$ cat src/ldpc_code_pkg.sv
`default_nettype none

package ldpc_code_pkg;

    // Lifting size and base matrix dimensions
    localparam int Z  = 16;
    localparam int KB = 4;
    localparam int MB = 4;

    // Counter width covers both KB and MB
    localparam int IDX_W = $clog2(((KB > MB) ? KB : MB) + 1);

    typedef logic [Z-1:0]     word_t;
    typedef logic signed [5:0] shift_t;
    typedef logic [IDX_W-1:0] blk_idx_t;

    // Marks a zero block in the base matrix
    localparam shift_t SHIFT_ABSENT = -6'sd1;

    // Rows are parity rows, columns are information columns
    // Entries are reduced mod Z where they are used
    localparam shift_t BASE_SHIFTS [MB][KB] = '{
        '{ 6'sd3,  -6'sd1, 6'sd17, 6'sd28},
        '{ 6'sd11, 6'sd5,  -6'sd1, 6'sd22},
        '{-6'sd1,  6'sd30, 6'sd7,  6'sd14},
        '{ 6'sd25, 6'sd9,  6'sd19, -6'sd1}
    };

    // Cyclic left rotation by a shift entry, mod Z
    function automatic word_t rotl_word(word_t w, shift_t s);
        int unsigned       amt;
        logic [2*Z-1:0]    dbl;
        amt = int'(s) % Z;
        dbl = {w, w} << amt;
        return dbl[2*Z-1:Z];
    endfunction

endpackage : ldpc_code_pkg

`default_nettype wire

$ cat src/ldpc_stream_pkg.sv
`default_nettype none

package ldpc_stream_pkg;

    import ldpc_code_pkg::*;

    // What a beat carries between stages
    typedef enum logic [1:0] {
        KIND_INFO   = 2'd0,
        KIND_SYND   = 2'd1,
        KIND_PARITY = 2'd2
    } beat_kind_e;

    // last is set on the final parity beat of a frame only
    typedef struct packed {
        beat_kind_e kind;
        word_t      data;
        logic       last;
    } enc_beat_t;

endpackage : ldpc_stream_pkg

`default_nettype wire

$ cat src/pipe_slice.sv
`default_nettype none

module pipe_slice #(
    parameter type T = logic
) (
    input  wire logic i_clock,
    input  wire logic i_reset,
    input  wire T     i_data,
    input  wire logic i_valid,
    output      logic o_ready,
    output      T     o_data,
    output      logic o_valid,
    input  wire logic i_ready
);

    T     skid_data;
    logic skid_valid;
    logic skid_valid_next;
    logic in_fire;
    logic out_free;

    assign in_fire  = i_valid && o_ready;
    // Main register may take new data this cycle
    assign out_free = !o_valid || i_ready;

    assign skid_valid_next = out_free ? 1'b0 : (skid_valid || in_fire);

    always_ff @(posedge i_clock) begin
        if (i_reset) begin
            o_valid    <= 1'b0;
            skid_valid <= 1'b0;
            o_ready    <= 1'b0;
        end else begin
            if (out_free) begin
                o_valid <= skid_valid || in_fire;
            end
            skid_valid <= skid_valid_next;
            // Registered ready, low only while the skid is occupied
            o_ready    <= !skid_valid_next;
        end
    end

    always_ff @(posedge i_clock) begin
        if (out_free && (skid_valid || in_fire)) begin
            o_data <= skid_valid ? skid_data : i_data;
        end
        if (in_fire && !out_free) begin
            skid_data <= i_data;
        end
    end

endmodule : pipe_slice

`default_nettype wire

$ cat src/syndrome_acc.sv
`default_nettype none

module syndrome_acc
    import ldpc_code_pkg::*, ldpc_stream_pkg::*;
(
    input  wire logic      i_clock,
    input  wire logic      i_reset,
    input  wire word_t     i_data,
    input  wire logic      i_valid,
    output      logic      o_ready,
    output      enc_beat_t o_beat,
    output      logic      o_valid,
    input  wire logic      i_ready
);

    typedef enum logic {
        ST_ACCEPT,
        ST_FLUSH
    } state_e;

    state_e   state;
    blk_idx_t blk_cnt;
    word_t    acc     [MB];
    word_t    acc_upd [MB];

    logic [$clog2(KB)-1:0] col_idx;
    logic [$clog2(MB)-1:0] row_idx;
    logic                  out_free;
    logic                  in_fire;

    assign col_idx = blk_cnt[$clog2(KB)-1:0];
    assign row_idx = blk_cnt[$clog2(MB)-1:0];

    assign out_free = !o_valid || i_ready;
    // No input during flush or while the output register is held
    assign o_ready  = (state == ST_ACCEPT) && out_free;
    assign in_fire  = i_valid && o_ready;

    // Rows with a present block in this column take the rotated word
    always_comb begin
        acc_upd = acc;
        for (int r = 0; r < MB; r++) begin
            if (BASE_SHIFTS[r][col_idx] != SHIFT_ABSENT) begin
                acc_upd[r] = acc[r] ^ rotl_word(i_data, BASE_SHIFTS[r][col_idx]);
            end
        end
    end

    always_ff @(posedge i_clock) begin
        if (i_reset) begin
            state   <= ST_ACCEPT;
            blk_cnt <= '0;
            o_valid <= 1'b0;
            acc     <= '{default: '0};
        end else begin
            case (state)
                ST_ACCEPT: begin
                    if (out_free) begin
                        o_valid <= in_fire;
                    end
                    if (in_fire) begin
                        acc <= acc_upd;
                        if (blk_cnt == blk_idx_t'(KB - 1)) begin
                            blk_cnt <= '0;
                            state   <= ST_FLUSH;
                        end else begin
                            blk_cnt <= blk_cnt + 1'b1;
                        end
                    end
                end
                ST_FLUSH: begin
                    if (out_free) begin
                        o_valid <= 1'b1;
                        if (blk_cnt == blk_idx_t'(MB - 1)) begin
                            // Frame done, start the next one clean
                            blk_cnt <= '0;
                            acc     <= '{default: '0};
                            state   <= ST_ACCEPT;
                        end else begin
                            blk_cnt <= blk_cnt + 1'b1;
                        end
                    end
                end
                default: begin
                    state <= ST_ACCEPT;
                end
            endcase
        end
    end

    // Beat payload, held while the consumer stalls
    always_ff @(posedge i_clock) begin
        if (out_free) begin
            if (state == ST_FLUSH) begin
                o_beat.kind <= KIND_SYND;
                o_beat.data <= acc[row_idx];
                o_beat.last <= (blk_cnt == blk_idx_t'(MB - 1));
            end else begin
                o_beat.kind <= KIND_INFO;
                o_beat.data <= i_data;
                o_beat.last <= 1'b0;
            end
        end
    end

endmodule : syndrome_acc

`default_nettype wire

$ cat src/dual_diag_backsub.sv
`default_nettype none

module dual_diag_backsub
    import ldpc_code_pkg::*, ldpc_stream_pkg::*;
(
    input  wire logic      i_clock,
    input  wire logic      i_reset,
    input  wire enc_beat_t i_beat,
    input  wire logic      i_valid,
    output      logic      o_ready,
    output      enc_beat_t o_beat,
    output      logic      o_valid,
    input  wire logic      i_ready
);

    typedef enum logic [1:0] {
        ST_IDLE,
        ST_PASSTHRU,
        ST_HALT
    } state_e;

    state_e    curr_state;
    state_e    next_state;
    enc_beat_t skid_beat;
    enc_beat_t conv_beat;
    enc_beat_t next_out_beat;
    enc_beat_t next_skid_beat;
    word_t     run_parity;
    logic      next_out_valid;
    logic      next_in_ready;
    logic      in_fire;

    assign in_fire = i_valid && o_ready;

    // Syndrome j becomes parity j = parity j-1 ^ syndrome j
    always_comb begin
        conv_beat = i_beat;
        if (i_beat.kind == KIND_SYND) begin
            conv_beat.kind = KIND_PARITY;
            conv_beat.data = run_parity ^ i_beat.data;
        end
    end

    always_comb begin
        next_state     = curr_state;
        next_out_beat  = o_beat;
        next_out_valid = o_valid;
        next_skid_beat = skid_beat;
        next_in_ready  = o_ready;
        case (curr_state)
            ST_IDLE: begin
                next_out_beat  = conv_beat;
                next_out_valid = in_fire;
                next_in_ready  = 1'b1;
                next_state     = in_fire ? ST_PASSTHRU : ST_IDLE;
            end
            ST_PASSTHRU: begin
                case ({i_ready, in_fire})
                    2'b11: next_out_beat = conv_beat;
                    2'b10: begin
                        next_out_valid = 1'b0;
                        next_state     = ST_IDLE;
                    end
                    2'b01: begin
                        // Output stalled with a beat in flight
                        next_skid_beat = conv_beat;
                        next_in_ready  = 1'b0;
                        next_state     = ST_HALT;
                    end
                    default: next_state = ST_PASSTHRU;
                endcase
            end
            ST_HALT: begin
                if (i_ready) begin
                    next_out_beat = skid_beat;
                    next_in_ready = 1'b1;
                    next_state    = ST_PASSTHRU;
                end
            end
            default: next_state = ST_IDLE;
        endcase
    end

    always_ff @(posedge i_clock) begin
        if (i_reset) begin
            curr_state <= ST_IDLE;
            o_valid    <= 1'b0;
            o_ready    <= 1'b0;
            run_parity <= '0;
        end else begin
            curr_state <= next_state;
            o_valid    <= next_out_valid;
            o_ready    <= next_in_ready;
            if (in_fire && (i_beat.kind == KIND_SYND)) begin
                run_parity <= i_beat.last ? '0 : conv_beat.data;
            end
        end
    end

    always_ff @(posedge i_clock) begin
        o_beat    <= next_out_beat;
        skid_beat <= next_skid_beat;
    end

endmodule : dual_diag_backsub

`default_nettype wire

$ cat src/ldpc_encoder.sv
`default_nettype none

module ldpc_encoder
    import ldpc_code_pkg::*, ldpc_stream_pkg::*;
(
    input  wire logic      i_clock,
    input  wire logic      i_reset,
    input  wire word_t     i_in_data,
    input  wire logic      i_in_valid,
    output      logic      o_in_ready,
    output      enc_beat_t o_out_beat,
    output      logic      o_out_valid,
    input  wire logic      i_out_ready
);

    // Input slice to syndrome accumulator
    word_t     word;
    logic      word_valid;
    logic      word_ready;

    // Syndrome accumulator to back-substitution
    enc_beat_t synd_beat;
    logic      synd_valid;
    logic      synd_ready;

    // Back-substitution to output slice
    enc_beat_t par_beat;
    logic      par_valid;
    logic      par_ready;

    pipe_slice #(.T(word_t)) i_in_slice (
        .i_clock (i_clock),
        .i_reset (i_reset),
        .i_data  (i_in_data),
        .i_valid (i_in_valid),
        .o_ready (o_in_ready),
        .o_data  (word),
        .o_valid (word_valid),
        .i_ready (word_ready)
    );

    syndrome_acc i_syndrome_acc (
        .i_clock (i_clock),
        .i_reset (i_reset),
        .i_data  (word),
        .i_valid (word_valid),
        .o_ready (word_ready),
        .o_beat  (synd_beat),
        .o_valid (synd_valid),
        .i_ready (synd_ready)
    );

    dual_diag_backsub i_backsub (
        .i_clock (i_clock),
        .i_reset (i_reset),
        .i_beat  (synd_beat),
        .i_valid (synd_valid),
        .o_ready (synd_ready),
        .o_beat  (par_beat),
        .o_valid (par_valid),
        .i_ready (par_ready)
    );

    pipe_slice #(.T(enc_beat_t)) i_out_slice (
        .i_clock (i_clock),
        .i_reset (i_reset),
        .i_data  (par_beat),
        .i_valid (par_valid),
        .o_ready (par_ready),
        .o_data  (o_out_beat),
        .o_valid (o_out_valid),
        .i_ready (i_out_ready)
    );

endmodule : ldpc_encoder

`default_nettype wire

$ cat config.mk
export PLATFORM = sky130hd
export DESIGN_NAME = ldpc_encoder
export DESIGN_NICKNAME = d
export VERILOG_FILES = /design/src/ldpc_code_pkg.sv /design/src/ldpc_stream_pkg.sv /design/src/pipe_slice.sv /design/src/syndrome_acc.sv /design/src/dual_diag_backsub.sv /design/src/ldpc_encoder.sv
export SDC_FILE = /design/constraint.sdc
export NUM_CORES = 1
export LEC_CHECK = 0
export ABC_AREA = 1
export BUFFER_PORTS_ARGS = -buffer_cell sky130_fd_sc_hd__buf_2
export CAP_MARGIN = 10
export CORE_ASPECT_RATIO = 0.9
export CORE_MARGIN = 1.5
export CORE_UTILIZATION = 50
export DETAILED_ROUTE_END_ITERATION = 16
export PLACE_DENSITY_LB_ADDON = 0.15
export SYNTH_ARGS = -nofsm -noshare
export SYNTH_HDL_FRONTEND = slang
export SYNTH_SLANG_ARGS = --single-unit
$ cat constraint.sdc
create_clock -name i_clock -period 3.4 [get_ports i_clock]
set_clock_uncertainty 0.1 [all_clocks]
set_input_delay 0.68 -clock i_clock [delete_from_list [all_inputs] [get_ports i_clock]]
set_output_delay 0.68 -clock i_clock [all_outputs]
set_load 0.1 [all_outputs]
Word level (Yosys, flattened, before mapping)
Index checks and enable logic that the tools add are counted.
{"block": "totals", "register_bits": 222, "input_bits": 20, "wordCells": 169}
{"block": "classes", "n_addsub": 1, "n_lt_le_gt_ge": 1, "eq_ne": 24, "shifts": 4, "n_mux": 54, "bitwise_logic": 11, "n_reduce_logical": 40}
{"op": "$mux W64", "n": 3}
{"op": "$mux W16", "n": 8}
{"op": "$pmux W64 S2", "n": 1}
{"op": "$shl A32 B32 Y32", "n": 4}
{"op": "$xor A16 B16 Y16", "n": 5}
{"op": "$mux W19", "n": 3}
{"op": "$pmux W19 S3", "n": 1}
{"op": "$bmux W6 S2", "n": 4}
{"op": "$mux W6", "n": 8}
{"op": "$mux W18", "n": 2}
{"op": "$bmux W16 S2", "n": 1}
{"op": "$ne A6 B1 Y1 const B", "n": 4}
{"op": "$ne A2 B2 Y1 const B", "n": 9}
{"op": "$reduce_and A4 Y1", "n": 4}
{"op": "$reduce_or A4 Y1", "n": 4}
{"op": "$mux W1", "n": 12}
{"op": "$pmux W2 S3", "n": 2}
{"op": "$logic_and A1 B1 Y1", "n": 10}
{"op": "$reduce_and A2 Y1", "n": 5}
{"op": "$mux W3", "n": 3}
{"op": "$ne A2 B1 Y1 const B", "n": 4}
{"op": "$logic_not A1 Y1", "n": 7}
{"op": "$eq A2 B1 Y1 const B", "n": 3}
{"op": "$eq A2 B2 Y1 const B", "n": 3}
{"op": "15 further kinds", "n": 25}

Depth between registers and ports, before layout
Gate-level depths: netlist of the first run.
{"block": "depth", "depth_word": 11, "depth_mapped": 16, "depth_no_buf": 12}

Modules after synthesis
A second synthesis of the first run with hierarchy kept.
{"block": "unflattened", "cells_unflattened": 1504, "hier_area_um2": 11628.7}
{"module": "syndrome_acc", "instances": 1, "cells_each": 1011, "area_per_inst_um2": 6189.7}
{"module": "dual_diag_backsub", "instances": 1, "cells_each": 277, "area_per_inst_um2": 2616.3}
{"module": "pipe_slice (i_out_slice)", "instances": 1, "cells_each": 116, "area_per_inst_um2": 1511.4}
{"module": "pipe_slice (i_in_slice)", "instances": 1, "cells_each": 100, "area_per_inst_um2": 1311.3}

Worst setup path after synthesis of the first run
OpenSTA, ideal clock, no wires.
{"block": "synth_path", "kind": "flip-flop to flip-flop", "from": "register i_out_slice.o_valid", "to": "register i_out_slice.skid_data[0] (netlist bit) (enable)", "setup_time_ns": 0.392, "arrival_ns": 2.022, "slack_ns": 0.886, "stages_incl_launch_ff": 5, "n_path_buf": 0, "synth_period_minus_slack_ns": 2.514, "path_cell_list": "dfxtp_1 inv_1 nor2_1 inv_1 nor2_1"}
{"block": "synth_between", "elab_chain_cells": 4}
{"element": "start, declared", "line": "pipe_slice.sv:12", "rtl": "output logic o_valid,"}
{"element": "start signal, assigned", "line": "pipe_slice.sv:35", "rtl": "o_valid <= skid_valid || in_fire;"}
{"element": "$logic_not A1 Y1", "line": "pipe_slice.sv:24", "rtl": "assign out_free = !o_valid || i_ready;"}
{"element": "$logic_or A1 B1 Y1", "line": "pipe_slice.sv:24"}
{"element": "$logic_not A1 Y1", "line": "pipe_slice.sv:47", "rtl": "if (in_fire && !out_free) begin"}
{"element": "$logic_and A1 B1 Y1", "line": "pipe_slice.sv:47"}
{"element": "end signal, assigned", "line": "pipe_slice.sv:48", "rtl": "skid_data <= i_data;"}
{"element": "end, declared", "line": "pipe_slice.sv:16", "rtl": "T skid_data;"}
No other way between the ends.
A chain may end at the register's enable or synchronous reset.

Worst setup path in the final report of the first run
{"block": "layout_path", "from": "register i_syndrome_acc.blk_cnt[0]", "to": "register i_syndrome_acc.acc[39] (netlist bit)"}
{"block": "layout_between", "elab_chain_cells": 11}
{"element": "start, declared", "line": "syndrome_acc.sv:22", "rtl": "blk_idx_t blk_cnt;"}
{"element": "start signal, assigned", "line": "syndrome_acc.sv:67", "rtl": "blk_cnt <= blk_cnt + 1'b1;"}
{"element": "start signal, assigned", "line": "syndrome_acc.sv:80", "rtl": "blk_cnt <= blk_cnt + 1'b1;"}
{"element": "$not A2 Y3 (implied by the code)", "line": "syndrome_acc.sv:43, syndrome_acc.sv:44"}
{"element": "$bmux W6 S2", "line": "syndrome_acc.sv:43, syndrome_acc.sv:44"}
{"element": "$mux W6 (implied by the code) (2 in series)", "line": "syndrome_acc.sv:43, syndrome_acc.sv:44"}
{"element": "$reduce_or A4 Y1 (no source line)"}
{"element": "$and A1 B1 Y1 (no source line)"}
{"element": "$shl A32 B32 Y32", "line": "ldpc_code_pkg.sv:34", "rtl": "dbl = {w, w} << amt;"}
{"element": "$xor A16 B16 Y16", "line": "syndrome_acc.sv:44", "rtl": "acc_upd[r] = acc[r] ^ rotl_word(i_data, BASE_SHIFTS[r][col_idx]);"}
{"element": "$mux W16", "line": "syndrome_acc.sv:43", "rtl": "if (BASE_SHIFTS[r][col_idx] != SHIFT_ABSENT) begin"}
{"element": "$mux W64", "line": "syndrome_acc.sv:61", "rtl": "if (in_fire) begin"}
{"element": "$pmux W64 S2", "line": "syndrome_acc.sv:56", "rtl": "case (state)"}
{"element": "end signal, assigned", "line": "syndrome_acc.sv:62", "rtl": "acc <= acc_upd;"}
{"element": "end, declared", "line": "syndrome_acc.sv:23", "rtl": "word_t acc [MB];"}
Parallel ways exist; a longest one is shown, timed or not. The select of a mux whose other input is x is not followed.

==> results by group, run 1 <==
Place
  • DPL Wire Length: around 20000 um
  • Final GP Congestion: just over 0.9
  • Port buffer count: 39

Clocking
  • Setup Fix Bufs, Post-CTS: 0
  • CTS HTree Levels: 1
  • TritonCTS clock tree: done
  • Post-CTS Resized: 0
  • CTS Buffer Depth: 3
  • Clock latency on the worst-skew pair: 520 ps
  • Hold Buf Count CTS: 0
  • Clock transition at the registers of the reported paths: around 60 ps
  • TritonCTS sink count: approximately 220
  • CTS root buffer: clkbuf_16
  • CTS buffer count: 24

Global routing
  • GRT met3 Usage: between 3 and 4%
  • Largest net degree at the start of global routing: between 50 and 60
  • Initial antenna violation count: 1
  • Vias in the first global route: between 8000 and 9000
  • Met2 usage: a little under two fifths
  • Grt met1 use: a little over a third
  • Grt peak-use layer: met2
  • Gr usage total: 24.6%
  • Global route overflow: 0
  • First-pass GRT wire length: 46200 um

Power
  • Cell Pwr Density: between 400 and 500 nW/um^2
  • Comb pwr share: 10.6%
  • Pint: 4600 uW
  • Clock network power share: 41.9%
  • VDD IR max: approximately 0.00034 V
  • NetSw: roughly 1600 uW
  • Sequential power share: around 48%
  • Sw Ratio: between 20% and 30%
  • Leakage power: just over 0.005 uW

Layout
  • Antenna cells: 0
  • Fillers: 2085
  • Multi-input logic area: roughly 5000 um^2
  • Final core occ: a little under three fifths
  • Reg area: ~5600 um^2
  • Final nets: about 1500
  • Share of layout cells above drive strength 1: a little under 9%
  • Area Growth Syn to Fin: 9.46%

Synth
  • Asr flop ratio synth: 0%
  • Yosys warns: 0
  • Post-Syn Nets: about 1500
  • Adder-cell share of the synthesized area: 0.990%
  • Mux contribution to synthesized area: less than 1%
  • Synth Cell Area: between 10000 and 15000 um^2
  • Synth cell types: 37
  • Top FF cell, synth: edfxtp_1
  • Number of synthesized flops with an enable pin: roughly 120
  • Synth top area share: about a third
  • Area fraction in compound gates after synthesis: 9.97%
  • Simple-Gate Fraction of Synth Area: approximately a third
  • Sequential-to-total area share from yosys stat: roughly half
  • Post-Syn Area per Cell: 7.58 um^2
  • Synth top cells by count: nand2_1, nor2_1, nand3_1
  • Count leader, synth: nand2_1
  • Register bit count reported by yosys: 217
  • Xor/xnor share of the synthesized area: between 1 and 1.5%
  • Largest family of logic cells by synthesized area: simple AND/OR/NAND/NOR gates
  • Area contributors post-synth: edfxtp_1, nand2_1, dfxtp_1
  • Yosys top cell by area: edfxtp_1
  • Cells after Synth: 1500

Hold path
  • Hold EP: i_in_slice.skid_data[11]$_DFFE_PP_
  • Worst hold path type: in2reg
  • Worst Hold Depth: 1
  • Hold_sp: i_in_data[11]

STA
  • Final hold viol count: 0
  • Slew Limit Headroom: a little over two fifths
  • RSZ-0062 raised after global routing: false
  • Final setup viols: 0
  • Min cycle time layout: approximately 2800 ps
  • Worst slew pin tran: approximately 840 ps
  • Tcrit/Tclk final: between 80 and 90%
  • Worst Hold Slack: 250 ps
  • Fmax: around 0.35 GHz
  • Post-route setup TNS: 0 ps
  • Max-slew violation count: 0

Floorplanning
  • Initial Utilization: slightly above 50%
  • Standard-cell row count: between 50 and 60
  • Core Box Area: around 22000 um^2
  • Die ar.: around 24000 um^2
  • # IOs: 41
  • Die Ht: 146 um
  • Die width: roughly 160 um

Flow run
  • Max Cap Violations: 0

Critical path
  • FF-to-FF path depth: 11
  • FF-to-FF setup slack: 570 ps
  • WP data required: 3750 ps
  • Critical path data arrival time: 3180 ps
  • Reg-to-Reg End: i_syndrome_acc.acc[39]$_SDFFE_PP0P_
  • Startpoint Class: flip-flop
  • Worst flop-to-flop path startpoint: i_syndrome_acc.blk_cnt[0]$_SDFFE_PP0P_
  • CP Class: reg2reg
  • Max FO, Critical Path: 22
  • CP Launch Point: i_syndrome_acc.blk_cnt[0]$_SDFFE_PP0P_
  • CP Capture Type: flip-flop

Drt
  • Vias: about 9600
  • Initial drt markers: 950
  • DR vias/cell: roughly 5.3
  • Initial DRT Pass Iterations: 5
  • Antenna viol nets, final: 0
  • Total Routed Length: 28700 um
  • # DRC: 0
  • DR WL/cell: ~16 um

Run status
  • Run status: finished, final reports clean
cell type report:
type | count | share of cell area (%)
multi-input cells | 1112 | 40.5
repair buffers | 62 | 3.06
clock inverters | 10 | 0.844
inverters | 82 | 2.49
flip-flops and latches | 217 | 44.7
clock buffers | 34 | 5.46
well taps | 297 | 2.98
worst max-delay path, cell delays in order (launching register included):
cell	delay [ps]
dfxtp_1	300
buf_4	160
clkinv_1	130
ha_1	630
inv_1	180
nand2_2	370
inv_1	350
nand3_1	180
nand3_1	110
nand3_1	80
nand2_1	50
nor2_1	110
placed cells by master, fill, tap and decap left out, drive strengths merged:
master    instances
nand2           529
nor2            171
nand3           170
edfxtp          122
a21oi            99
dfxtp            95
inv              79
o21ai            78
buf              62
clkbuf           34
o211ai           24
xnor2            16
ha                9
clkinv            9
a31oi             6
or2               2
mux2i             2
bufinv            2
clkinvlp          2
o21a              1
nor3              1
o22ai             1
a211oi            1
o32ai             1
conb              1
per-layer routing:
metal / routed length [um] / vias up / part of all wire, %
met5: 13 / - / 0.045
met4: 920 / 2 / 3.2
met3: 2270 / 55 / 7.9
met2: 12200 / 350 / 42
met1: 13300 / 4301 / 46
li1: - / 4912 / -
cell families (layout without fill, tap and decap cells):
kind of cell,count (synthesis),in the layout
and+or+nand+nor,873,873
DFF,217,217
AOI/OAI and AO/OA,211,211
buffers and inverters,171,188
xor gates and xnor gates,16,16
adders and majority gates,9,9
muxes,2,2
other,1,1
registers in the layout, indices dropped and copies added, names as in the netlist, 2 cells and up:
| name | count |
|---|---|
| i_backsub.curr_state | 2 |
| i_backsub.o_beat | 18 |
| i_backsub.run_parity | 16 |
| i_backsub.skid_beat | 18 |
| i_in_slice.o_data | 16 |
| i_in_slice.skid_data | 16 |
| i_out_slice.o_data | 18 |
| i_out_slice.skid_data | 18 |
| i_syndrome_acc.acc | 64 |
| i_syndrome_acc.blk_cnt | 3 |
| i_syndrome_acc.o_beat | 18 |
power groups by stage:
stage,combinational [uW],sequential (uW),clock [uW]
5_1_grt,740,2930,2730
3_5_place_dp,647,2980,0
2_1_floorplan,497,2970,0
6_report,653,2930,2580
3_3_place_gp,638,2980,0
4_1_cts,650,2930,2630
worst max path at each step:
stage,endpoint,slack [ps],cells after the start
after floorplan,i_out_slice.skid_data[0]$_DFFE_PP_,890,4
after global placement,i_syndrome_acc.acc[39]$_SDFFE_PP0P_,740,10
after detailed placement,i_syndrome_acc.acc[39]$_SDFFE_PP0P_,610,11
after CTS,i_syndrome_acc.acc[39]$_SDFFE_PP0P_,590,11
after global routing,i_syndrome_acc.acc[39]$_SDFFE_PP0P_,330,11
final,i_syndrome_acc.acc[39]$_SDFFE_PP0P_,570,11
through the flow:
stage	setup slack, ps	instances	total power (uW)	instance area, um^2
after CTS	592	1814	6210	12400
after global placement	737	1770	3620	11700
after detailed placement	608	1770	3630	11700
after global routing	335	1814	6400	12400
after floorplan	886	1500	3460	11400
final	574	1814	6160	12400
Note: power is estimated with default switching activity, not from simulation.
==> run 2, diff against run 1 <==
==> constraint.sdc (replaced) <==
create_clock -name i_clock -period 2.8 [get_ports i_clock]
set_clock_uncertainty 0.1 [all_clocks]
set_input_delay 0.56 -clock i_clock [delete_from_list [all_inputs] [get_ports i_clock]]
set_output_delay 0.56 -clock i_clock [all_outputs]
set_load 0.1 [all_outputs]
==> results by group, run 2 (synthesis gave the netlist of run 1 again) <==
Layout
  • Final nets: 1536 (+0.52%)
  • Post-Layout Cell Count: 1822 (+0.44%)
  • Antenna cells: 0 (unchanged)
  • Area Growth Syn to Fin: 10.4%
  • Most common cell after layout, fill and taps aside: nand2_1
  • Final core occ: 56.1% (+0.47 points)
  • Max reg flops: 64 (unchanged)
  • Most flop-heavy register: i_syndrome_acc.acc
  • Share of layout cells above drive strength 1: 9.25% (+0.41 points)
  • Most frequent cells in the layout: nand2_1, nor2_1, nand3_1
  • Fillers: 2112 (+1.3%)

Power
  • Clock network power share: 42.5% (+0.6 points)
  • Design Power: 7590 uW (+23%)
  • NetSw: 1950 uW (+24%)
  • VDD IR max: 0.000497 V (+44%)
  • Sw Ratio: 25.7% (+0.22 points)
  • Cell Pwr Density: 604 nW/um^2 (+22%)
  • Sequential power share: 46.9% (-0.6 points)
  • Comb pwr share: 10.6% (about the same)
  • Pint: 5640 uW (+23%)
  • Leakage power: 0.00518 uW (+0.82%)

Place
  • Final GP Congestion: 0.906 (-0.35%)
  • Post-Place Cells: 1778 (+0.45%)
  • DPL Wire Length: 19600 um (+0.27%)
  • Port buffer count: 39 (unchanged)

Clocking
  • TritonCTS clock tree: done
  • Clock transition at the registers of the reported paths: 60 ps (about the same)
  • CTS buffer count: 24 (unchanged)
  • Clock latency on the worst-skew pair: 530 ps (about the same)
  • Post-CTS Resized: 0 (unchanged)
  • TritonCTS sink count: 217 (unchanged)
  • CTS root buffer: clkbuf_16
  • Hold Buf Count CTS: 0 (unchanged)
  • Setup Fix Bufs, Post-CTS: 0 (unchanged)
  • CTS HTree Levels: 1 (unchanged)
  • CTS Buffer Depth: 3 (unchanged)

Drt
  • DR top layer: met4
  • Routed wl met3: 2320 um (+2.3%)
  • DR WL met2: 12100 um (-0.32%)
  • DR WL/cell: 16.0 um (+1.0%)
  • Vias: 9793 (+1.8%)
  • Initial drt markers: 1028 (+8.2%)
  • Antenna viol nets, final: 0 (unchanged)
  • # DRC: 0 (unchanged)
  • DR vias/cell: 5.37 (+1.4%)
  • Initial DRT Pass Iterations: 6 (+1)
  • Total Routed Length: 29100 um (+1.5%)
  • Metal-1 WL: 13800 um (+3.7%)

Critical path
  • Critical path cell sequence: buf_4, ha_1, inv_1, nor2_2, nand2_1, o21ai_0, nand3_2, nor2_1, nand2_1, nand2_1, nor2_1
  • CP Class: reg2reg
  • Delay-heaviest family, CP: simple AND/OR/NAND/NOR gates
  • Critical Path Max Stage Delay: 420 ps (-210 ps)
  • FF-to-FF setup slack: 230 ps (-340 ps)
  • Most used cell, CP: nand2_1
  • Critical path data arrival time: 2870 ps (-310 ps)
  • WP data required: 3110 ps (-640 ps)
  • Startpoint Class: flip-flop
  • Max FO, Critical Path: 42 (+91%)
  • CP Capture Type: flip-flop
  • CP max stage cell: buf_4
  • WP buf/inv: 2 (-2)

Run status
  • Run status: finished, final reports clean

Floorplanning
  • Die width: 162 um (unchanged)
  • Die Ht: 146 um (unchanged)
  • # IOs: 41 (unchanged)
  • Initial Utilization: 50.8% (unchanged)
  • Core Box Area: 22400 um^2 (unchanged)
  • Die ar.: 23700 um^2 (unchanged)
  • Standard-cell row count: 52 (unchanged)

STA
  • Worst Hold Slack: 122 ps (-128 ps)
  • Final hold viol count: 0 (unchanged)
  • Worst slew pin tran: 725 ps (-118 ps)
  • Max-slew violation count: 0 (unchanged)
  • RSZ-0062 raised after global routing: false
  • Slew Limit Headroom: 51.6% (+7.9 points)
  • Min cycle time layout: 2570 ps (-259 ps)
  • Tcrit/Tclk final: 91.7% (+8.6 points)
  • Fmax: 0.389 GHz (+10%)
  • Final setup viols: 0 (unchanged)
  • Post-route setup TNS: 0 ps (unchanged)

Global routing
  • Largest net degree at the start of global routing: 56 (unchanged)
  • Gr usage total: 24.7% (+0.088 points)
  • Vias in the first global route: 8554 (-2.4%)
  • Initial antenna violation count: 0 (-1)
  • First-pass GRT wire length: 46100 um (-0.22%)
  • Global route overflow: 0 (unchanged)

Hold path
  • Worst hold path type: in2reg

Flow run
  • Max Cap Violations: 0 (unchanged)
==> run 2: cell types whose count changed in the layout (fill, tap and decap cells not counted), sizes merged <==
cell | previous run | this run
buf | 62 | 70
clkbuf | 34 | 29
clkinvlp | 2 | 4
bufinv | 2 | 3
clkinv | 9 | 11
==> run 2: final cells by class <==
type / instances / area, um^2 / share of cell area, %
sequential: 217 / 5570 / 44.3
clock buffer: 29 / 651 / 5.18
tap: 297 / 372 / 2.96
inverter: 82 / 310 / 2.47
timing repair buffer: 70 / 465 / 3.71
clock inverter: 15 / 154 / 1.23
multi-input combinational: 1112 / 5040 / 40.1
==> run 2: worst paths after layout <==
path / start / end / cells past startpoint
max reg2reg: i_syndrome_acc.blk_cnt[0]$_SDFFE_PP0P_ / i_syndrome_acc.acc[11]$_SDFFE_PP0P_ / 11
max: i_syndrome_acc.blk_cnt[0]$_SDFFE_PP0P_ / i_syndrome_acc.acc[11]$_SDFFE_PP0P_ / 11
min reg2reg: i_backsub.o_beat[11]$_DFFE_PP_ / i_out_slice.skid_data[11]$_DFFE_PP_ / 0
min: i_in_data[0] / i_in_slice.skid_data[0]$_DFFE_PP_ / 1
==> run 2: power by group through the flow <==
stage | Combinational, uW | Clock (uW) | Sequential [uW]
CTS | 798 | 3290 | 3560
finish | 803 | 3220 | 3560
floorplan | 603 | 0 | 3600
global route | 905 | 3400 | 3570
global placement | 783 | 0 | 3620
detailed placement | 794 | 0 | 3630
==> run 2: layer usage <==
metal | up-vias | GRT usage, %
met1 | 4404 | 37.7
met4 | 0 | 7.98
li1 | 4937 | -
met2 | 394 | 35.8
met3 | 58 | 3.95
met5 | - | 0
==> run 2: metrics by stage <==
stage | worst slack [ps] | instance area (um^2)
finish | 232 | 12600
global route | 20.6 | 12600
CTS | 267 | 12600
floorplan | 286 | 11400
detailed placement | 289 | 11800
global placement | 315 | 11800
==> run 3, diff against run 2 <==
--- a/config.mk
+++ b/config.mk
@@ -15,4 +15,5 @@
 export PLACE_DENSITY_LB_ADDON = 0.15
 export SYNTH_ARGS = -nofsm -noshare
 export SYNTH_HDL_FRONTEND = slang
+export SYNTH_HIERARCHICAL = 1
 export SYNTH_SLANG_ARGS = --single-unit
==> results by group, run 3 <==
Clocking
  • TritonCTS sink count: 221 (+1.8%)
  • Post-CTS Resized: 0 (unchanged)
  • Clock transition at the registers of the reported paths: 70 ps (about the same)
  • Setup Fix Bufs, Post-CTS: 0 (unchanged)
  • Hold Buf Count CTS: 0 (unchanged)
  • CTS root buffer: clkbuf_16
  • Clock latency on the worst-skew pair: 530 ps (about the same)
  • CTS Buffer Depth: 3 (unchanged)
  • TritonCTS clock tree: done
  • CTS buffer count: 23 (-4.2%)
  • CTS HTree Levels: 1 (unchanged)

Synth
  • Cells after Synth: 1504 (+0.27%)
  • Post-Syn Area per Cell: 7.73 um^2 (+2.0%)
  • Synth top cells by count: nand2_1, nand3_1, nor2_1
  • Asr flop ratio synth: 0% (unchanged)
  • Synth cell types: 34 (-8.1%)
  • Area contributors post-synth: edfxtp_1, dfxtp_1, nand2_1
  • Sequential-to-total area share from yosys stat: 48.9% (about the same)
  • Yosys top cell by area: edfxtp_1
  • Register bit count reported by yosys: 221 (+1.8%)
  • Post-Syn Nets: 1531 (+0.13%)
  • Synth Cell Area: 11600 um^2 (+2.2%)
  • Number of synthesized flops with an enable pin: 126 (+3.3%)
  • Yosys warns: 6 (+6)
  • Top FF cell, synth: edfxtp_1
  • Synth top area share: 32.5% (+0.33 points)
  • Count leader, synth: nand2_1

STA
  • Tcrit/Tclk final: 84.8% (-6.9 points)
  • Worst slew pin tran: 789 ps (+64.7 ps)
  • RSZ-0062 raised after global routing: false
  • Final setup viols: 0 (unchanged)
  • Fmax: 0.421 GHz (+8.2%)
  • Final hold viol count: 0 (unchanged)
  • Max-slew violation count: 0 (unchanged)
  • Worst Hold Slack: 121 ps (-1.71 ps)
  • Post-route setup TNS: 0 ps (unchanged)
  • Slew Limit Headroom: 47.3% (-4.3 points)
  • Min cycle time layout: 2370 ps (-194 ps)

Layout
  • Max reg flops: 64 (unchanged)
  • Multi-input logic area: 4900 um^2 (-2.6%)
  • Post-Layout Cell Count: 1814 (-0.44%)
  • Most frequent cells in the layout: nand2_1, nand3_1, nor2_1
  • Fillers: 2091 (-0.99%)
  • Most common cell after layout, fill and taps aside: nand2_1
  • Reg area: 5690 um^2 (+2.2%)
  • Antenna cells: 0 (unchanged)
  • Final nets: 1528 (-0.52%)
  • Share of layout cells above drive strength 1: 9.36% (+0.11 points)
  • Area Growth Syn to Fin: 9.21%
  • Most flop-heavy register: i_syndrome_acc/acc

Global routing
  • Gr usage total: 24.1% (-0.63 points)
  • First-pass GRT wire length: 46400 um (+0.46%)
  • Largest net degree at the start of global routing: 66 (+18%)
  • Global route overflow: 0 (unchanged)
  • Initial antenna violation count: 0 (unchanged)
  • Vias in the first global route: 8939 (+4.5%)

Drt
  • Routed wl met3: 2060 um (-11%)
  • Total Routed Length: 28400 um (-2.3%)
  • Vias: 9822 (+0.30%)
  • Initial drt markers: 713 (-31%)
  • DR WL/cell: 15.7 um (-1.9%)
  • DR top layer: met4
  • DR vias/cell: 5.41 (+0.74%)
  • Antenna viol nets, final: 0 (unchanged)
  • Initial DRT Pass Iterations: 7 (+1)
  • Metal-1 WL: 12400 um (-10%)
  • # DRC: 0 (unchanged)
  • DR WL met2: 13000 um (+7.0%)

Critical path
  • FF-to-FF setup slack: 430 ps (+190 ps)
  • Startpoint Class: flip-flop
  • Critical path data arrival time: 2740 ps (-130 ps)
  • Worst flop-to-flop path startpoint: i_syndrome_acc/blk_cnt[0]$_SDFFE_PP0P_
  • Max FO, Critical Path: 41 (-2.4%)
  • FF-to-FF path depth: 11 (unchanged)
  • Reg-to-Reg End: i_syndrome_acc/acc[39]$_SDFFE_PP0P_
  • CP Class: reg2reg
  • CP Capture Type: flip-flop
  • WP data required: 3170 ps (+60 ps)

Power
  • VDD IR max: 0.000463 V (-6.8%)
  • Cell Pwr Density: 615 nW/um^2 (+1.8%)
  • Leakage power: 0.00526 uW (+1.7%)

Floorplanning
  • Die ar.: 24200 um^2 (+2.2%)
  • Die Ht: 148 um (+1.1%)
  • Die width: 164 um (+1.1%)
  • # IOs: 41 (unchanged)
  • Initial Utilization: 51.4% (+0.54 points)
  • Core Box Area: 22600 um^2 (+1.2%)
  • Standard-cell row count: 52 (unchanged)

Place
  • Post-Place Cells: 1773 (-0.28%)
  • DPL Wire Length: 18800 um (-4.2%)
  • Port buffer count: 40 (+2.6%)
  • Final GP Congestion: 0.867 (-4.4%)

Run status
  • Run status: finished, final reports clean

Hold path
  • Hold_sp: i_in_data[5]
  • Hold EP: i_in_slice/skid_data[5]$_DFFE_PP_
  • Worst Hold Depth: 1 (unchanged)
  • Worst hold path type: in2reg

Flow run
  • Max Cap Violations: 0 (unchanged)
[run 3: routing by layer]
| metal | vias up | global-route usage, % |
|---|---|---|
| li1 | 4998 | - |
| met1 | 4446 | 32.1 |
| met2 | 313 | 39.5 |
| met3 | 65 | 4.04 |
| met4 | 0 | 8.82 |
| met5 | - | 0 |
[run 3: area by class of cell]
cell class / count / share of cell area (%)
timing repair buffer: 69 / 3.49
clock inverter: 14 / 1.56
sequential: 221 / 44.8
inverter: 130 / 3.90
clock buffer: 27 / 4.73
multi-input combinational: 1056 / 38.6
tap: 297 / 2.93
[run 3: cell families (layout without fill, tap and decap cells)]
kind of cell,after synthesis,after routing,share of synthesized area (%)
AO/OA/AOI/OAI,191,191,9.25
adder cells (fa/ha/maj),7,7,0.753
buffers and inverters,227,240,8.99
flip-flops,221,221,48.9
multiplexers,8,8,0.689
other,1,1,0.0322
AND/OR/NAND/NOR,849,849,31.4
[run 3: worst max path at each step]
stage / startpoint / to / slack, ps / cells past startpoint
4_1_cts: i_syndrome_acc/blk_cnt[1]$_SDFFE_PP0P_ / i_syndrome_acc/acc[17]$_SDFFE_PP0P_ / 450 / 11
3_5_place_dp: i_syndrome_acc/blk_cnt[1]$_SDFFE_PP0P_ / i_syndrome_acc/acc[28]$_SDFFE_PP0P_ / 470 / 11
5_1_grt: i_syndrome_acc/blk_cnt[1]$_SDFFE_PP0P_ / i_syndrome_acc/acc[31]$_SDFFE_PP0P_ / 230 / 11
2_1_floorplan: i_syndrome_acc/o_valid$_SDFFE_PP0P_ / i_backsub/o_beat[0]$_DFFE_PP_ / 130 / 5
3_3_place_gp: i_syndrome_acc/blk_cnt[1]$_SDFFE_PP0P_ / i_syndrome_acc/acc[30]$_SDFFE_PP0P_ / 480 / 11
6_report: i_syndrome_acc/blk_cnt[0]$_SDFFE_PP0P_ / i_syndrome_acc/acc[39]$_SDFFE_PP0P_ / 430 / 11
[run 3: through the flow]
step | setup WS [ps] | util, % | power, uW | cell area [um^2]
after detailed placement | 468 | 52.6 | 4630 | 11900
after floorplan | 134 | - | 4400 | 11600
after global placement | 483 | 52.6 | 4610 | 11900
after global routing | 229 | 56.1 | 8120 | 12700
final | 426 | 56.1 | 7810 | 12700
after CTS | 454 | 56.1 | 7880 | 12700
[run 3: power breakdown]
group | total [uW] | internal, uW | switching (uW)
clock | 3240 | 1920 | 1310
combinational | 909 | 280 | 629
sequential | 3670 | 3560 | 107
total | 7810 | 5760 | 2050
[run 3: worst max-delay path: stages, from the launching register on]
cell,delay (ps)
dfxtp_1,510
inv_1,150
ha_1,250
buf_4,270
nand2_1,110
nand2_1,80
nor3_4,120
buf_4,330
nand3_1,120
nand2_1,90
clkinv_1,60
nor2_1,80
